==> src/mem_stage_cfg.svh <==
`ifndef MEM_STAGE_CFG_SVH
`define MEM_STAGE_CFG_SVH

// Width of the data path and of addresses
`define MEM_XLEN 32

// Width of a register file index
`define MEM_REG_AW 5

// Size of the data memory in 32-bit words
// The word index starts at address bit 2
`define MEM_DEPTH_WORDS 256

`endif

==> src/mem_stage_pkg.sv <==
package mem_stage_pkg;

    // RV32 load and store funct3 codes
    // Stores reuse the byte, half and word codes of the signed loads
    typedef enum logic [2:0] {
        F3_B  = 3'd0,
        F3_H  = 3'd1,
        F3_W  = 3'd2,
        F3_BU = 3'd4,
        F3_HU = 3'd5
    } funct3_e;

    // Source of the register write-back value
    typedef enum logic [1:0] {
        WB_ALU  = 2'd0,
        WB_LOAD = 2'd1,
        // Return address pc+4 for jal and jalr
        WB_LINK = 2'd2
    } wb_src_e;

endpackage

==> src/mem_wb_reg.sv <==
`timescale 1ns/1ps
`include "mem_stage_cfg.svh"

module mem_wb_reg (
    input  logic                    clk,
    input  logic                    reset,
    input  logic [`MEM_XLEN-1:0]    mem_alu_out,
    input  logic [`MEM_XLEN-1:0]    mem_pc,
    input  mem_stage_pkg::funct3_e  mem_funct3,
    input  logic [`MEM_REG_AW-1:0]  mem_write_addr,
    input  logic                    mem_reg_write,
    input  mem_stage_pkg::wb_src_e  mem_wb_src,
    output logic [`MEM_XLEN-1:0]    wb_alu_out,
    output logic [`MEM_XLEN-1:0]    wb_pc,
    output mem_stage_pkg::funct3_e  wb_funct3,
    output logic [1:0]              wb_byte_off,
    output logic [`MEM_REG_AW-1:0]  wb_write_addr,
    output logic                    wb_reg_write,
    output mem_stage_pkg::wb_src_e  wb_src
);
    import mem_stage_pkg::*;

    // Runs alongside the memory read so both land in the same cycle
    always_ff @(posedge clk or posedge reset) begin
        if (reset) begin
            wb_alu_out    <= '0;
            wb_pc         <= '0;
            wb_funct3     <= F3_B;
            wb_byte_off   <= 2'd0;
            wb_write_addr <= '0;
            wb_reg_write  <= 1'b0;
            wb_src        <= WB_ALU;
        end else begin
            wb_alu_out    <= mem_alu_out;
            wb_pc         <= mem_pc;
            wb_funct3     <= mem_funct3;
            // Low address bits pick the byte lane of the loaded word
            wb_byte_off   <= mem_alu_out[1:0];
            wb_write_addr <= mem_write_addr;
            wb_reg_write  <= mem_reg_write;
            wb_src        <= mem_wb_src;
        end
    end

endmodule

==> config.mk <==
export PLATFORM = sky130hd
export DESIGN_NAME = mem_wb_reg
export DESIGN_NICKNAME = d
export VERILOG_FILES = /design/src/mem_stage_pkg.sv /design/src/mem_wb_reg.sv
export VERILOG_INCLUDE_DIRS = /design/src /design/src/src
export SDC_FILE = /design/constraint.sdc
export NUM_CORES = 1
export LEC_CHECK = 0
export ABC_AREA = 1
export BUFFER_PORTS_ARGS = -buffer_cell sky130_fd_sc_hd__buf_4
export CAP_MARGIN = 10
export CORE_AREA = 2 2 77 79
export CTS_BUF_LIST = sky130_fd_sc_hd__clkbuf_2 sky130_fd_sc_hd__clkbuf_4 sky130_fd_sc_hd__clkbuf_8
export DETAILED_ROUTE_END_ITERATION = 10
export DIE_AREA = 0 0 79 81
export PLACE_DENSITY_LB_ADDON = 0.2
export SYNTH_ARGS = -nofsm -noshare
export SYNTH_HDL_FRONTEND = slang
export SYNTH_SLANG_ARGS = --single-unit
==> constraint.sdc <==
create_clock -name clk -period 2.2 [get_ports clk]
set_clock_uncertainty 0.1 [all_clocks]
set_input_delay 0.33 -clock clk [delete_from_list [all_inputs] [get_ports clk]]
set_output_delay 0.33 -clock clk [all_outputs]
set_load 0.01 [all_outputs]
==> metrics.md <==
| Metric | Value |
|---|---|
| Outcome | finished, final reports clean |
| TritonCTS clock tree | built |
| First DRT Iteration DRCs | 56 |
| Initial Util | 33.4% |
| Syn Inst Count | 78 |
| Die X | 79 um |
| Die Y | 81 um |
| Util after Layout | 72.6% |
| Core region area | 5680 um^2 |
| Slew headroom | 64.1% |
| Post-route DRC | 0 |
| Placed Cells | 306 |
| CTS buffer count | 9 |
| Flop pwr share | 50.4% |
| Peak VDD IR | 0.436 mV |
| DRT antenna net count | 0 |
| Syn nets | 155 |
| Clock tree root buffer cell | clkbuf_8 |
| Worst Setup End Kind | asynchronous set/reset pin |
| Final Hold Fails | 0 |
| Final min period | 1.35 ns |
| Most common cell after layout, fill and taps aside | buf_4 |
| Max-cap violations | 0 |
| FP Rows | 28 |
| Total power | 2.91 mW |
| CP Max Fanout | 24 |
| Switch share | 22.2% |
| Total grt overflow | 0 |
| Multi-input gate area | 0 um^2 |
| Routed WL | 5460 um |
| Most frequent cells in the layout | buf_4, dlygate4sd3_1, dfrtp_1 |
| Ant. Diodes | 0 |
| Antenna violations before repair | 0 |
| I/O pin total | 154 |
| Max Root-Sink Buffers | 2 |
| Final Slew Violations | 0 |
| Hold_ws | 0.508 ns |
| Multi-input gates | 0 |
| Fmax | 742 MHz |
| Worst-path clk slew | 0.08 ns |
| Post-place instance area | 3150 um^2 |
| Drt pass-1 iters | 4 |
| Setup ws final | 0.852 ns |
| Die Area | 6400 um^2 |
| Wire per inst | 13.7 um |
| WP data required | 2.61 ns |
| Layout Cells excl Fill | 398 |
| Power Density | 707 nW/um^2 |
| Net Sw Power | 645 uW |
| Number of global-route vias before repair | 1,678 |
| Min-Delay Path Class | input port to asynchronous set/reset pin |
| Worst slew pin tran | 0.537 ns |
| Clk sinks | 75 |
| Hpwl dp | 3420 um |
| Comb power frac | 13.8% |
| Yosys cell types | 3 |
| Total global-route track usage | 17.6% |
| Synthesized flop and latch total | 75 |
| Critical Path Start Type | input port |
| Number of H-tree levels | 3 |
| Crit path DAT | 1.76 ns |
| Kind of critical path | input port to asynchronous set/reset pin |
| First-pass GRT wire length | 8210 um |
| RSZ-0062 raised after global routing | no |
| DP Worst Slack | 1.02 ns |
| Area grow syn2layout | 117% |
| Netlist Area Pre-Place | 1900 um^2 |
| Final setup vio count | 0 |
| GP Congestion | 0.662 |
| Syn. warnings | 0 |
| Vias | 1,560 |
| Avg Inst Size Synth | 24.3 um^2 |
| Layout cells sized above 1 | 53.3% |
| Largest net degree at the start of global routing | 33 |
| TNS Setup | 0 ns |
| Tcrit/Tclk final | 61.3% |
| Final #Nets | 395 |
| Clock Power Share | 35.7% |
| Register area share after synthesis | 99.0% |
| Port bufs | 153 |
| Pleak | 2.04 nW |
| Avg Vias per Cell | 3.92 |
| Int Power | 2.26 mW |
| Design area | 4120 um^2 |
## metal layers
metal / routed length, um / track usage (%)
met4: 88 / 8.45
met3: 382 / 4.11
met5: 0 / 0
met2: 3090 / 31.5
met1: 1900 / 19.9
## critical path, stage by stage
cell and delay (ns):
dlygate4sd3_1 0.54, buf_4 0.14, clkinvlp_4 0.36, buf_4 0.36
## synthesized netlist by cell type
master | count | area share [%]
dfrtp_1 | 75 | 99
buf_4 | 2 | 0.79
inv_1 | 1 | 0.20
## power by group through the flow
stage | sequential [mW] | clock [mW] | combinational [mW]
final | 1.47 | 1.04 | 0.402
after global routing | 1.47 | 1.15 | 0.431
after CTS | 1.47 | 1.07 | 0.404
after detailed placement | 1.49 | 0 | 0.293
after global placement | 1.49 | 0 | 0.290
after floorplan | 1.53 | 0 | 0.0241
## final cells by class
cell class,instances,area [um^2]
Fill cell,378,1560
Timing Repair Buffer,231,1940
Clock inverter,6,65.1
Tap cell,75,93.8
Inverter,1,7.51
Sequential cell,75,1880
Clock buffer,10,138
## final timing paths
| path | startpoint | to | slack, ns | depth (start not counted) |
|---|---|---|---|---|
| max in group clk | wb_alu_out[27]$_DFF_PP0_ | wb_alu_out[27] | 0.88 | 1 |
| min in group clk | mem_alu_out[14] | wb_alu_out[14]$_DFF_PP0_ | 0.54 | 2 |
| worst min-delay path | reset | wb_alu_out[9]$_DFF_PP0_ | 0.51 | 3 |
| worst max-delay path | reset | wb_alu_out[2]$_DFF_PP0_ | 0.85 | 4 |
## state kept, by name, summed over array words and instances (netlist names)
name / flops
wb_pc: 32
wb_alu_out: 31
wb_write_addr: 5
wb_funct3: 3
wb_src: 2
wb_byte_off: 1
wb_reg_write: 1
## what timing repair did
action,4_1_cts,5_1_grt
buffers inserted,0,0
endpoints found under the hold margin,97,0
resized for setup,0,0
hold buffers,76,0
## cell families after synthesis
family | share of synthesized area (%)
DFF | 99.0
buffers and inverters | 0.990
(Power assumes the default switching activity.)
