File: src/mem_stage_cfg.svh
`ifndef MEM_STAGE_CFG_SVH
`define MEM_STAGE_CFG_SVH

// Width of the data path and of addresses
`define MEM_XLEN 32

// Width of a register file index
`define MEM_REG_AW 5

// Size of the data memory in 32-bit words
// The word index starts at address bit 2
`define MEM_DEPTH_WORDS 256

`endif

File: src/mem_stage_pkg.sv
package mem_stage_pkg;

    // RV32 load and store funct3 codes
    // Stores reuse the byte, half and word codes of the signed loads
    typedef enum logic [2:0] {
        F3_B  = 3'd0,
        F3_H  = 3'd1,
        F3_W  = 3'd2,
        F3_BU = 3'd4,
        F3_HU = 3'd5
    } funct3_e;

    // Source of the register write-back value
    typedef enum logic [1:0] {
        WB_ALU  = 2'd0,
        WB_LOAD = 2'd1,
        // Return address pc+4 for jal and jalr
        WB_LINK = 2'd2
    } wb_src_e;

endpackage

File: src/wb_select.sv
`timescale 1ns/1ps
`include "mem_stage_cfg.svh"

module wb_select (
    input  logic [`MEM_XLEN-1:0]    rd_data,
    input  logic [`MEM_XLEN-1:0]    wb_alu_out,
    input  logic [`MEM_XLEN-1:0]    wb_pc,
    input  mem_stage_pkg::funct3_e  wb_funct3,
    input  logic [1:0]              wb_byte_off,
    input  mem_stage_pkg::wb_src_e  wb_src,
    output logic [`MEM_XLEN-1:0]    wb_write_data
);
    import mem_stage_pkg::*;

    logic [`MEM_XLEN-1:0] shifted;
    logic [`MEM_XLEN-1:0] load_val;

    // Bring the addressed byte or halfword down to bit 0
    assign shifted = rd_data >> {wb_byte_off, 3'b000};

    always_comb begin
        case (wb_funct3)
            F3_B: begin
                load_val = {{24{shifted[7]}}, shifted[7:0]};
            end
            F3_H: begin
                load_val = {{16{shifted[15]}}, shifted[15:0]};
            end
            F3_BU: begin
                load_val = {24'd0, shifted[7:0]};
            end
            F3_HU: begin
                load_val = {16'd0, shifted[15:0]};
            end
            default: begin
                // LW takes the whole word as read
                load_val = rd_data;
            end
        endcase
    end

    always_comb begin
        case (wb_src)
            WB_LOAD: begin
                wb_write_data = load_val;
            end
            WB_LINK: begin
                wb_write_data = wb_pc + 32'd4;
            end
            default: begin
                wb_write_data = wb_alu_out;
            end
        endcase
    end

endmodule

File: config.mk
export PLATFORM = sky130hd
export DESIGN_NAME = wb_select
export DESIGN_NICKNAME = d
export VERILOG_FILES = /design/src/mem_stage_pkg.sv /design/src/wb_select.sv
export VERILOG_INCLUDE_DIRS = /design/src /design/src/src
export SDC_FILE = /design/constraint.sdc
export NUM_CORES = 1
export LEC_CHECK = 0
export BUFFER_PORTS_ARGS = -buffer_cell sky130_fd_sc_hd__buf_2
export CAP_MARGIN = 25
export CORE_ASPECT_RATIO = 1.75
export CORE_MARGIN = 10
export CORE_UTILIZATION = 40
export DETAILED_ROUTE_END_ITERATION = 6
export PLACE_DENSITY = 0.82
export SLEW_MARGIN = 20
export SYNTH_ARGS = -nofsm -noshare
export SYNTH_HDL_FRONTEND = slang
export SYNTH_SLANG_ARGS = --single-unit
File: constraint.sdc
create_clock -name vclk -period 2.74
set_input_delay 0.274 -clock vclk [all_inputs]
set_output_delay 0.274 -clock vclk [all_outputs]
set_load 0.01 [all_outputs]
==> results of run 1 <==
-- logic make-up after synthesis --
logic type                 count (synthesis)  synth area share (%)
and+or+nand+nor                          119                 33.87
AOI/OAI and AO/OA                         96                 36.99
buffers and inverters                     38                 8.466
xor gates and xnor gates                  23                 11.17
muxes                                     12                 7.425
adders and majority gates                  3                 2.082
-- cell usage in the layout, fill, tap and decap left out, types with 4 or more instances in the layout --
master / n
sky130_fd_sc_hd__o221ai_1: 10
sky130_fd_sc_hd__buf_4: 9
sky130_fd_sc_hd__a32oi_1: 4
sky130_fd_sc_hd__o31a_1: 4
sky130_fd_sc_hd__a211oi_1: 8
sky130_fd_sc_hd__nor2_1: 23
sky130_fd_sc_hd__mux2i_1: 10
sky130_fd_sc_hd__xnor2_1: 17
sky130_fd_sc_hd__a21oi_1: 19
sky130_fd_sc_hd__inv_1: 14
sky130_fd_sc_hd__nand3_1: 11
sky130_fd_sc_hd__a31oi_1: 5
sky130_fd_sc_hd__nor3_1: 7
sky130_fd_sc_hd__xor2_1: 6
sky130_fd_sc_hd__o21ai_0: 20
sky130_fd_sc_hd__nor4_1: 7
sky130_fd_sc_hd__o211ai_1: 7
sky130_fd_sc_hd__buf_2: 135
sky130_fd_sc_hd__nand4_1: 5
sky130_fd_sc_hd__and3_1: 11
sky130_fd_sc_hd__nand2_1: 35
-- power by group through the flow --
| stage | clock network [uW] | logic, uW | registers [uW] |
|---|---|---|---|
| global placement | 0 | 434 | 0 |
| CTS | 0 | 442 | 0 |
| global route | 0 | 486 | 0 |
| detailed placement | 0 | 439 | 0 |
| floorplan | 0 | 234 | 0 |
| finish | 0 | 444 | 0 |
-- critical path, cell delays in order --
cell                      delay (ns)
sky130_fd_sc_hd__buf_2          0.13
sky130_fd_sc_hd__nand4_1        0.15
sky130_fd_sc_hd__or3_1          0.52
sky130_fd_sc_hd__or2_4          0.30
sky130_fd_sc_hd__or3_4          0.38
sky130_fd_sc_hd__a41oi_2        0.20
sky130_fd_sc_hd__buf_2          0.16
-- worst paths after layout --
| check | start | slack, ns | depth (start not counted) | end |
|---|---|---|---|---|
| worst max-delay path | wb_pc[18] | 0.33 | 7 | wb_write_data[31] |
| worst min-delay path | wb_alu_out[2] | 0.85 | 3 | wb_write_data[2] |
-- through the flow --
step / hold WS, ns / util (%)
2_1_floorplan: 0.6539 / -
3_5_place_dp: 0.8420 / 57.07
3_3_place_gp: 0.8402 / 57.07
4_1_cts: 0.8472 / 57.07
6_report: 0.8467 / 57.07
5_1_grt: 0.8759 / 57.07
-- final cells by class --
cell class | instances | area, um^2 | share of cell area (%)
multi-input combinational | 253 | 1650 | 65.65
tap | 51 | 63.81 | 2.539
timing repair buffer | 144 | 743.2 | 29.57
inverter | 15 | 56.30 | 2.240
-- metal layers --
metal	up-vias	routed length, um
met1	1259	3261
met3	15	636
li1	1348	-
met4	0	210
met2	118	4592
met5	-	0
==> flow_results.xml, run 1 <==
<?xml version="1.0" encoding="UTF-8"?>
<metrics>
  <group name="outcome">
    <metric name="status" unit="">complete, no violations</metric>
  </group>
  <group name="synthesis">
    <metric name="ys_top_cells_by_count" unit="">sky130_fd_sc_hd__nand2_1 (35), sky130_fd_sc_hd__nor2_1 (23), sky130_fd_sc_hd__o21ai_0 (20), sky130_fd_sc_hd__a21oi_1 (19), sky130_fd_sc_hd__clkbuf_1 (18)</metric>
    <metric name="syn-mean-instance-area" unit="um^2">6.196</metric>
    <metric name="synthesis.nets" unit="">397</metric>
    <metric name="netlist_area" unit="um^2">1803</metric>
    <metric name="synth_seq_area_share" unit="%">0</metric>
    <metric name="synthesis.instances" unit="">291</metric>
    <metric name="synth_top_area_cell" unit="">sky130_fd_sc_hd__xnor2_1</metric>
    <metric name="synth_area_leaders" unit="">sky130_fd_sc_hd__xnor2_1 (8.3%), sky130_fd_sc_hd__nand2_1 (7.3%), sky130_fd_sc_hd__mux2i_1 (5.6%)</metric>
    <metric name="yosysUniqueCellTypes" unit="">53</metric>
    <metric name="ys.warnings.count" unit="">0</metric>
    <metric name="synth_top_cell_area_share" unit="%">8.258</metric>
    <metric name="synth_most_common_cell" unit="">sky130_fd_sc_hd__nand2_1</metric>
  </group>
  <group name="global_route">
    <metric name="number_of_antenna_violations_at_the_first_check_in_global_routing" unit="">0</metric>
    <metric name="top_usage_layer" unit="">met2</metric>
    <metric name="first_global_vias" unit="">2830</metric>
    <metric name="maximum_number_of_pins_on_one_net_before_global_route_repair" unit="">29</metric>
    <metric name="gr-usage-met1" unit="%">22.45</metric>
    <metric name="globalRouteMet3Util" unit="%">4.277</metric>
    <metric name="grt_first_pass_wirelength" unit="mm">13.52</metric>
    <metric name="grt.total_usage" unit="%">20.29</metric>
    <metric name="grt.met2_usage" unit="%">37.68</metric>
    <metric name="grt_remaining_overflow" unit="">0</metric>
  </group>
  <group name="cells_and_area">
    <metric name="layout.cell_area.non_filler" unit="um^2">2514</metric>
    <metric name="clkbuf_count" unit="">0</metric>
    <metric name="area.sequential" unit="um^2">0</metric>
    <metric name="final_layout_size_suffix_gt1_share" unit="%">37.14</metric>
    <metric name="layout.nets" unit="">520</metric>
    <metric name="antenna_cells_inserted" unit="">0</metric>
    <metric name="fin_cells" unit="">463</metric>
    <metric name="seq_cells" unit="">0</metric>
    <metric name="nFillCells" unit="">471</metric>
    <metric name="syn2layout_area_growth" unit="%">39.42</metric>
  </group>
  <group name="place">
    <metric name="routabilityCongestion" unit="">0.9265</metric>
    <metric name="placement.cell_area" unit="um^2">2514</metric>
    <metric name="place.port_buffers" unit="">135</metric>
    <metric name="dpl_worst_slack" unit="ns">0.3427</metric>
    <metric name="dp_hpwl" unit="mm">7.361</metric>
    <metric name="numPlacedInstances" unit="">463</metric>
  </group>
  <group name="floorplanning">
    <metric name="die_h" unit="um">108.8</metric>
    <metric name="die_w" unit="um">70.75</metric>
    <metric name="boundaryPins" unit="">135</metric>
    <metric name="floorplan.core_area" unit="um^2">4404</metric>
    <metric name="floorplan.rows" unit="">32</metric>
    <metric name="initial_core_util" unit="%">40.94</metric>
    <metric name="floorplan.die_area" unit="um^2">7699</metric>
  </group>
  <group name="setup_path">
    <metric name="worst_setup_path_start_kind" unit="">primary input</metric>
    <metric name="end_kind" unit="">output port</metric>
    <metric name="critical_path_required" unit="ns">2.47</metric>
    <metric name="type_of_the_worst_setup_path" unit="">in2out</metric>
    <metric name="critPathMaxFanout" unit="">10</metric>
    <metric name="cp.arrival" unit="ns">2.13</metric>
  </group>
  <group name="detailed_routing">
    <metric name="total_iterations_of_the_first_detailed_routing_run" unit="">4</metric>
    <metric name="detail_route.drc_violations" unit="">0</metric>
    <metric name="drt_total_wl" unit="mm">8.701</metric>
    <metric name="detailedRoute.firstIterationViolations" unit="">267</metric>
    <metric name="num_vias" unit="">2740</metric>
    <metric name="ant_nets" unit="">0</metric>
    <metric name="via_count_normalized_by_instance_count" unit="">5.918</metric>
    <metric name="detail_route.wl_per_cell" unit="um">18.79</metric>
  </group>
  <group name="pwr">
    <metric name="power_per_cell_area" unit="nW/um^2">176.6</metric>
    <metric name="power.leakage" unit="uW">0.001177</metric>
    <metric name="power.share.combinational" unit="%">100.0</metric>
    <metric name="power.net_switching" unit="uW">251.9</metric>
    <metric name="power.switching_fraction" unit="%">56.74</metric>
    <metric name="ir_worst_vdd" unit="uV">118.1</metric>
    <metric name="clkPwrFrac" unit="%">0</metric>
    <metric name="internal-power" unit="uW">192.1</metric>
    <metric name="power_frac_seq" unit="%">0</metric>
    <metric name="final_power" unit="uW">444.0</metric>
  </group>
  <group name="timing">
    <metric name="setup_tns" unit="ns">0</metric>
    <metric name="report.final.hold_viol_count" unit="">0</metric>
    <metric name="maxClockFrequency" unit="MHz">415.2</metric>
    <metric name="measured_slew_at_the_worst_slew_check_pin" unit="ns">0.6270</metric>
    <metric name="final_setup_slack_of_the_worst_path" unit="ns">0.3317</metric>
    <metric name="maxSlewHeadroom" unit="%">58.10</metric>
    <metric name="final_max_slew_viol_count" unit="">0</metric>
    <metric name="min_period_over_period" unit="%">87.89</metric>
    <metric name="report.final.setup_viol" unit="">0</metric>
    <metric name="finalWorstPathRequiredPeriod" unit="ns">2.408</metric>
    <metric name="rsz0062_at_grt" unit="">no</metric>
  </group>
  <group name="min_path">
    <metric name="min-delay-path-class" unit="">in2out</metric>
  </group>
  <group name="clock_network">
    <metric name="post_cts_buffers" unit="">0</metric>
    <metric name="cts_hold_buf" unit="">0</metric>
    <metric name="postCtsResizedCells" unit="">0</metric>
  </group>
  <group name="flow_run">
    <metric name="drv.max_cap_violation_count" unit="">0</metric>
  </group>
</metrics>
Note: power is estimated with default switching activity, not from simulation.
==> run 2, diff against run 1 <==
- CORE_MARGIN: 10 -> default
- CORE_UTILIZATION: 40 -> 39
- PLACE_DENSITY: 0.82 -> 0.83
- clock period: 2.74 -> 2 ns (I/O delays scaled with it)
==> run 2 against run 1 <==
  * Utilization increased by 7.1 points
  * Setup slack got worse by 0.31 ns
  * Critical path type unchanged
  * Wire length decreased by 7.2%
  * Count of clock-buffer cells in the layout unchanged
  * Largest cell class unchanged
  * Global-route usage increased by 12 points
  * Combinational power increased by 50%
  * Via count increased by 6.8%
  * Non-clock buffer count increased by 27
  * Power increased by 50%
  * Flip-flop and latch count unchanged
  * First-iteration DRC count decreased by 64%
==> flow_results.xml, run 2 (synthesized netlist as in run 1, its figures left out) <==
<?xml version="1.0" encoding="UTF-8"?>
<metrics>
  <group name="timing">
    <metric name="rsz0062_at_grt" unit="">yes</metric>
    <metric name="maxClockFrequency" unit="MHz">504.9</metric>
    <metric name="final_max_slew_viol_count" unit="">0</metric>
    <metric name="fin_hold_ws" unit="ns">0.6927</metric>
    <metric name="setup_tns" unit="ns">0</metric>
    <metric name="report.final.setup_viol" unit="">0</metric>
    <metric name="min_period_over_period" unit="%">99.04</metric>
    <metric name="final_setup_slack_of_the_worst_path" unit="ns">0.01930</metric>
    <metric name="maxSlewHeadroom" unit="%">75.30</metric>
    <metric name="finalWorstPathRequiredPeriod" unit="ns">1.981</metric>
    <metric name="measured_slew_at_the_worst_slew_check_pin" unit="ns">0.3667</metric>
    <metric name="report.final.hold_viol_count" unit="">0</metric>
  </group>
  <group name="floorplanning">
    <metric name="boundaryPins" unit="">135</metric>
    <metric name="floorplan.rows" unit="">32</metric>
    <metric name="initial_core_util" unit="%">40.94</metric>
    <metric name="floorplan.die_area" unit="um^2">4909</metric>
    <metric name="floorplan.core_area" unit="um^2">4404</metric>
    <metric name="die_h" unit="um">91.95</metric>
    <metric name="die_w" unit="um">53.40</metric>
  </group>
  <group name="cells_and_area">
    <metric name="final_common_cell" unit="">sky130_fd_sc_hd__buf_2</metric>
    <metric name="antenna_cells_inserted" unit="">0</metric>
    <metric name="layout.nets" unit="">547</metric>
    <metric name="clkbuf_count" unit="">0</metric>
    <metric name="nFillCells" unit="">432</metric>
    <metric name="area.sequential" unit="um^2">0</metric>
    <metric name="syn2layout_area_growth" unit="%">56.84</metric>
    <metric name="multi_input_comb_area" unit="um^2">1740</metric>
    <metric name="mostFrequentLayoutCells" unit="">sky130_fd_sc_hd__buf_2 (136), sky130_fd_sc_hd__nand2_1 (34), sky130_fd_sc_hd__buf_4 (32)</metric>
    <metric name="seq_cells" unit="">0</metric>
    <metric name="final_layout_size_suffix_gt1_share" unit="%">43.51</metric>
    <metric name="final_core_util" unit="%">64.20</metric>
  </group>
  <group name="clock_network">
    <metric name="post_cts_buffers" unit="">0</metric>
  </group>
  <group name="detailed_routing">
    <metric name="total_iterations_of_the_first_detailed_routing_run" unit="">5</metric>
    <metric name="drt_total_wl" unit="mm">8.078</metric>
    <metric name="num_vias" unit="">2927</metric>
    <metric name="detail_route.drc_violations" unit="">0</metric>
    <metric name="detail_route.wl_per_cell" unit="um">16.49</metric>
    <metric name="ant_nets" unit="">0</metric>
    <metric name="detailedRoute.firstIterationViolations" unit="">95</metric>
    <metric name="via_count_normalized_by_instance_count" unit="">5.973</metric>
  </group>
  <group name="setup_path">
    <metric name="timing.critical_path.cells" unit="">buf_2 -&gt; nand4_1 -&gt; or3_4 -&gt; buf_6 -&gt; nor4_4 -&gt; o21ai_0 -&gt; a32oi_1 -&gt; buf_2</metric>
    <metric name="critical_path_required" unit="ns">1.80</metric>
    <metric name="type_of_the_worst_setup_path" unit="">in2out</metric>
    <metric name="worst_path_dominant_cell_family" unit="">simple AND/OR/NAND/NOR gates</metric>
    <metric name="worst_setup_path_start_kind" unit="">primary input</metric>
    <metric name="critPathMaxFanout" unit="">9</metric>
    <metric name="cp.arrival" unit="ns">1.78</metric>
    <metric name="critical_path.most_common_cell" unit="">sky130_fd_sc_hd__buf_2</metric>
    <metric name="end_kind" unit="">output port</metric>
    <metric name="timing.critical_path.buf_inv" unit="">3</metric>
    <metric name="critical_path_source" unit="">wb_pc[18]</metric>
    <metric name="cp_slowest_cell" unit="">sky130_fd_sc_hd__or3_4</metric>
    <metric name="cpPeakStageDelay" unit="ns">0.41</metric>
  </group>
  <group name="outcome">
    <metric name="status" unit="">complete, no violations</metric>
  </group>
  <group name="pwr">
    <metric name="ir_worst_vdd" unit="uV">181.8</metric>
    <metric name="power.leakage" unit="uW">0.001342</metric>
    <metric name="power_per_cell_area" unit="nW/um^2">235.5</metric>
  </group>
  <group name="global_route">
    <metric name="grt_first_pass_wirelength" unit="mm">12.14</metric>
    <metric name="grt_remaining_overflow" unit="">0</metric>
    <metric name="first_global_vias" unit="">2667</metric>
    <metric name="number_of_antenna_violations_at_the_first_check_in_global_routing" unit="">0</metric>
    <metric name="maximum_number_of_pins_on_one_net_before_global_route_repair" unit="">29</metric>
    <metric name="grt.total_usage" unit="%">31.86</metric>
  </group>
  <group name="place">
    <metric name="dpl_worst_slack" unit="ns">0.01525</metric>
    <metric name="place.port_buffers" unit="">135</metric>
    <metric name="routabilityCongestion" unit="">0.9729</metric>
    <metric name="dp_hpwl" unit="mm">6.550</metric>
  </group>
  <group name="min_path">
    <metric name="min-delay-path-class" unit="">in2out</metric>
    <metric name="hold_start" unit="">wb_alu_out[2]</metric>
  </group>
  <group name="flow_run">
    <metric name="drv.max_cap_violation_count" unit="">0</metric>
  </group>
</metrics>
## run 2: changes by cell type in the layout (fill, tap and decap cells not counted), sizes merged
cell,change
buf,+27
## run 2: cell type report
type	count	area share (%)
Inverter	15	1.991
Multi-Input combinational cell	253	61.55
Tap cell	51	2.257
Timing Repair Buffer	171	34.20
## run 2: per-layer routing
metal	routed length, um	global-route usage, %	vias up
met1	3039	38.23	1328
met2	4238	54.37	164
met4	323	12.72	0
met5	0	0	-
met3	477	3.980	30
li1	-	-	1405
## run 2: tightest hold or removal path, stage by stage
cell                     delay (ns)
sky130_fd_sc_hd__buf_2         0.07
sky130_fd_sc_hd__o21a_1        0.10
sky130_fd_sc_hd__buf_2         0.12
## run 2: final timing paths
path,endpoint,depth (start not counted),slack (ns)
max,wb_write_data[30],8,0.02
min,wb_write_data[2],3,0.69
## run 2: report_power, final
part	switching, uW	internal [uW]	total, uW
combinational	361	305	666
sequential	0	0	0
clock	0	0	0
## run 2: through the flow
stage	instance area, um^2	std cells	total power, uW
finish	2828	490	665.9
global route	2828	490	718.9
CTS	2721	489	635.3
detailed placement	2721	489	632.3
global placement	2721	489	627.5
floorplan	1803	291	320.1
## run 2: repair_timing
action / 4_1_cts / 5_1_grt
endpoints found under the setup margin: 0 / 18
hold buffers: 0 / 0
gates resized for setup: 0 / 19
==> run 3, diff against run 2 <==
- CORE_UTILIZATION: 39 -> 46
- PLACE_DENSITY: 0.83 -> 0.9
- SLEW_MARGIN: 20 -> default
- clock period: 2 -> 2.3 ns (I/O delays scaled with it)
==> run 3 against run 2 <==
  * Largest cell class unchanged
  * Die area down 15%
  * Wire length decreased by 5.2%
  * Power down 20%
  * Non-clock buffer count fell by 20
  * Critical path type unchanged
  * Via count is 4.4% lower
  * Final area fell by 9.5%
  * Combinational power down 20%
  * Highest routed layer unchanged
  * First-iteration DRC count is 28% higher
  * Setup slack better by 0.067 ns
  * Flip-flop and latch count is the same
==> flow_results.xml, run 3 (synthesized netlist as in run 1, its figures left out) <==
<?xml version="1.0" encoding="UTF-8"?>
<metrics>
  <group name="timing">
    <metric name="report.final.hold_viol_count" unit="">0</metric>
    <metric name="finalWorstPathRequiredPeriod" unit="ns">2.214</metric>
    <metric name="maxClockFrequency" unit="MHz">451.7</metric>
    <metric name="rsz0062_at_grt" unit="">no</metric>
    <metric name="measured_slew_at_the_worst_slew_check_pin" unit="ns">0.7808</metric>
    <metric name="setup_tns" unit="ns">0</metric>
    <metric name="report.final.setup_viol" unit="">0</metric>
    <metric name="maxSlewHeadroom" unit="%">47.52</metric>
    <metric name="min_period_over_period" unit="%">96.26</metric>
    <metric name="final_max_slew_viol_count" unit="">0</metric>
  </group>
  <group name="cells_and_area">
    <metric name="area.sequential" unit="um^2">0</metric>
    <metric name="seq_cells" unit="">0</metric>
    <metric name="syn2layout_area_growth" unit="%">41.99</metric>
    <metric name="final_common_cell" unit="">sky130_fd_sc_hd__buf_2</metric>
    <metric name="mostFrequentLayoutCells" unit="">sky130_fd_sc_hd__buf_2 (135), sky130_fd_sc_hd__nand2_1 (35), sky130_fd_sc_hd__nor2_1 (23)</metric>
    <metric name="antenna_cells_inserted" unit="">0</metric>
    <metric name="final_layout_size_suffix_gt1_share" unit="%">38.19</metric>
    <metric name="clkbuf_count" unit="">0</metric>
    <metric name="layout.nets" unit="">527</metric>
  </group>
  <group name="floorplanning">
    <metric name="die_h" unit="um">84.82</metric>
    <metric name="floorplan.die_area" unit="um^2">4184</metric>
    <metric name="floorplan.rows" unit="">29</metric>
    <metric name="initial_core_util" unit="%">48.72</metric>
    <metric name="boundaryPins" unit="">135</metric>
    <metric name="die_w" unit="um">49.33</metric>
    <metric name="floorplan.core_area" unit="um^2">3701</metric>
  </group>
  <group name="detailed_routing">
    <metric name="detailedRoute.firstIterationViolations" unit="">122</metric>
    <metric name="drt_total_wl" unit="mm">7.658</metric>
    <metric name="total_iterations_of_the_first_detailed_routing_run" unit="">4</metric>
    <metric name="detail_route.drc_violations" unit="">0</metric>
    <metric name="num_vias" unit="">2799</metric>
    <metric name="via_count_normalized_by_instance_count" unit="">6.019</metric>
    <metric name="detail_route.wl_per_cell" unit="um">16.47</metric>
    <metric name="ant_nets" unit="">0</metric>
  </group>
  <group name="setup_path">
    <metric name="worst_path_dominant_cell_family" unit="">simple AND/OR/NAND/NOR gates</metric>
    <metric name="cp.arrival" unit="ns">1.98</metric>
    <metric name="critPathMaxFanout" unit="">5</metric>
    <metric name="type_of_the_worst_setup_path" unit="">in2out</metric>
    <metric name="timing.critical_path.cells" unit="">buf_2 -&gt; nand4_1 -&gt; or3_1 -&gt; or2_4 -&gt; or3_4 -&gt; a41oi_2 -&gt; buf_2</metric>
    <metric name="cp_slowest_cell" unit="">sky130_fd_sc_hd__or3_1</metric>
    <metric name="timing.critical_path.buf_inv" unit="">2</metric>
    <metric name="cpPeakStageDelay" unit="ns">0.46</metric>
    <metric name="worst_setup_path_start_kind" unit="">primary input</metric>
    <metric name="critical_path.most_common_cell" unit="">sky130_fd_sc_hd__buf_2</metric>
    <metric name="end_kind" unit="">output port</metric>
    <metric name="critical_path_required" unit="ns">2.07</metric>
  </group>
  <group name="place">
    <metric name="dp_hpwl" unit="mm">6.408</metric>
    <metric name="place.port_buffers" unit="">135</metric>
    <metric name="routabilityCongestion" unit="">0.9972</metric>
  </group>
  <group name="min_path">
    <metric name="timing.hold.worst_path_depth" unit="">4</metric>
    <metric name="hold_path_end" unit="">wb_write_data[4]</metric>
    <metric name="hold_start" unit="">wb_alu_out[4]</metric>
    <metric name="min-delay-path-class" unit="">in2out</metric>
  </group>
  <group name="pwr">
    <metric name="power.leakage" unit="uW">0.001209</metric>
    <metric name="ir_worst_vdd" unit="uV">141.8</metric>
    <metric name="final_power" unit="uW">534.4</metric>
    <metric name="power_per_cell_area" unit="nW/um^2">208.8</metric>
  </group>
  <group name="global_route">
    <metric name="first_global_vias" unit="">2772</metric>
    <metric name="grt_remaining_overflow" unit="">0</metric>
    <metric name="maximum_number_of_pins_on_one_net_before_global_route_repair" unit="">29</metric>
    <metric name="number_of_antenna_violations_at_the_first_check_in_global_routing" unit="">0</metric>
    <metric name="grt.total_usage" unit="%">36.83</metric>
    <metric name="grt_first_pass_wirelength" unit="mm">12.41</metric>
  </group>
  <group name="outcome">
    <metric name="status" unit="">complete, no violations</metric>
  </group>
  <group name="clock_network">
    <metric name="post_cts_buffers" unit="">0</metric>
    <metric name="postCtsResizedCells" unit="">0</metric>
    <metric name="cts_hold_buf" unit="">0</metric>
  </group>
  <group name="flow_run">
    <metric name="drv.max_cap_violation_count" unit="">0</metric>
  </group>
</metrics>
run 3: cell count changes in the layout (fill, tap and decap cells not counted), moves of 2 or more:
| cell | previous run | this run |
|---|---|---|
| sky130_fd_sc_hd__a211oi_1 | 6 | 8 |
| sky130_fd_sc_hd__a211oi_2 | 2 | 0 |
| sky130_fd_sc_hd__buf_4 | 32 | 16 |
| sky130_fd_sc_hd__nor2b_1 | 1 | 3 |
| sky130_fd_sc_hd__nor2b_2 | 2 | 0 |
| sky130_fd_sc_hd__nor4_1 | 4 | 7 |
| sky130_fd_sc_hd__nor4_4 | 3 | 0 |
run 3: per-stage QoR:
step                utilization (%)  area, um^2  hold WS, ns  instances  worst slack, ns
floorplan                         -        1803       0.5659        291           0.3596
global placement              69.17        2560       0.7474        465           0.1442
detailed placement            69.17        2560       0.7525        465          0.09013
CTS                           69.17        2560       0.7536        465          0.08837
global route                  69.17        2560       0.7761        465         0.002621
finish                        69.17        2560       0.7468        465          0.08608
run 3: report_power, final:
group          leakage [uW]  switching (uW)  internal [uW]
clock                     0               0              0
combinational       0.00121             297            237
sequential                0               0              0
run 3: worst min-delay path, stage by stage:
cell and delay [ns]:
sky130_fd_sc_hd__buf_2 0.08, sky130_fd_sc_hd__nand2_1 0.03, sky130_fd_sc_hd__o21ai_0 0.05, sky130_fd_sc_hd__buf_2 0.12
run 3: how the worst max path moves through the flow:
stage,start,endpoint,slack [ns],cells past startpoint
finish,wb_pc[18],wb_write_data[31],0.09,7
global route,wb_pc[18],wb_write_data[31],0.003,7
CTS,wb_pc[18],wb_write_data[31],0.09,7
detailed placement,wb_pc[18],wb_write_data[31],0.09,7
global placement,wb_pc[18],wb_write_data[31],0.14,7
floorplan,wb_pc[18],wb_write_data[31],0.36,6
run 3: routing by layer:
| layer | share of wire [%] | vias up | GRT usage, % | wire [um] |
|---|---|---|---|---|
| met1 | 37 | 1267 | 41.12 | 2860 |
| met5 | 0 | - | 0 | 0 |
| li1 | - | 1353 | - | - |
| met4 | 3.7 | 0 | 15.24 | 287 |
| met3 | 5.9 | 23 | 2.151 | 455 |
| met2 | 53 | 156 | 69.61 | 4054 |
run 3: final cells by class:
cell class,instances,area (um^2)
Multi-Input combinational cell,253,1650
Fill cell,391,1141
Timing Repair Buffer,151,795.8
Tap cell,46,57.56
Inverter,15,56.30
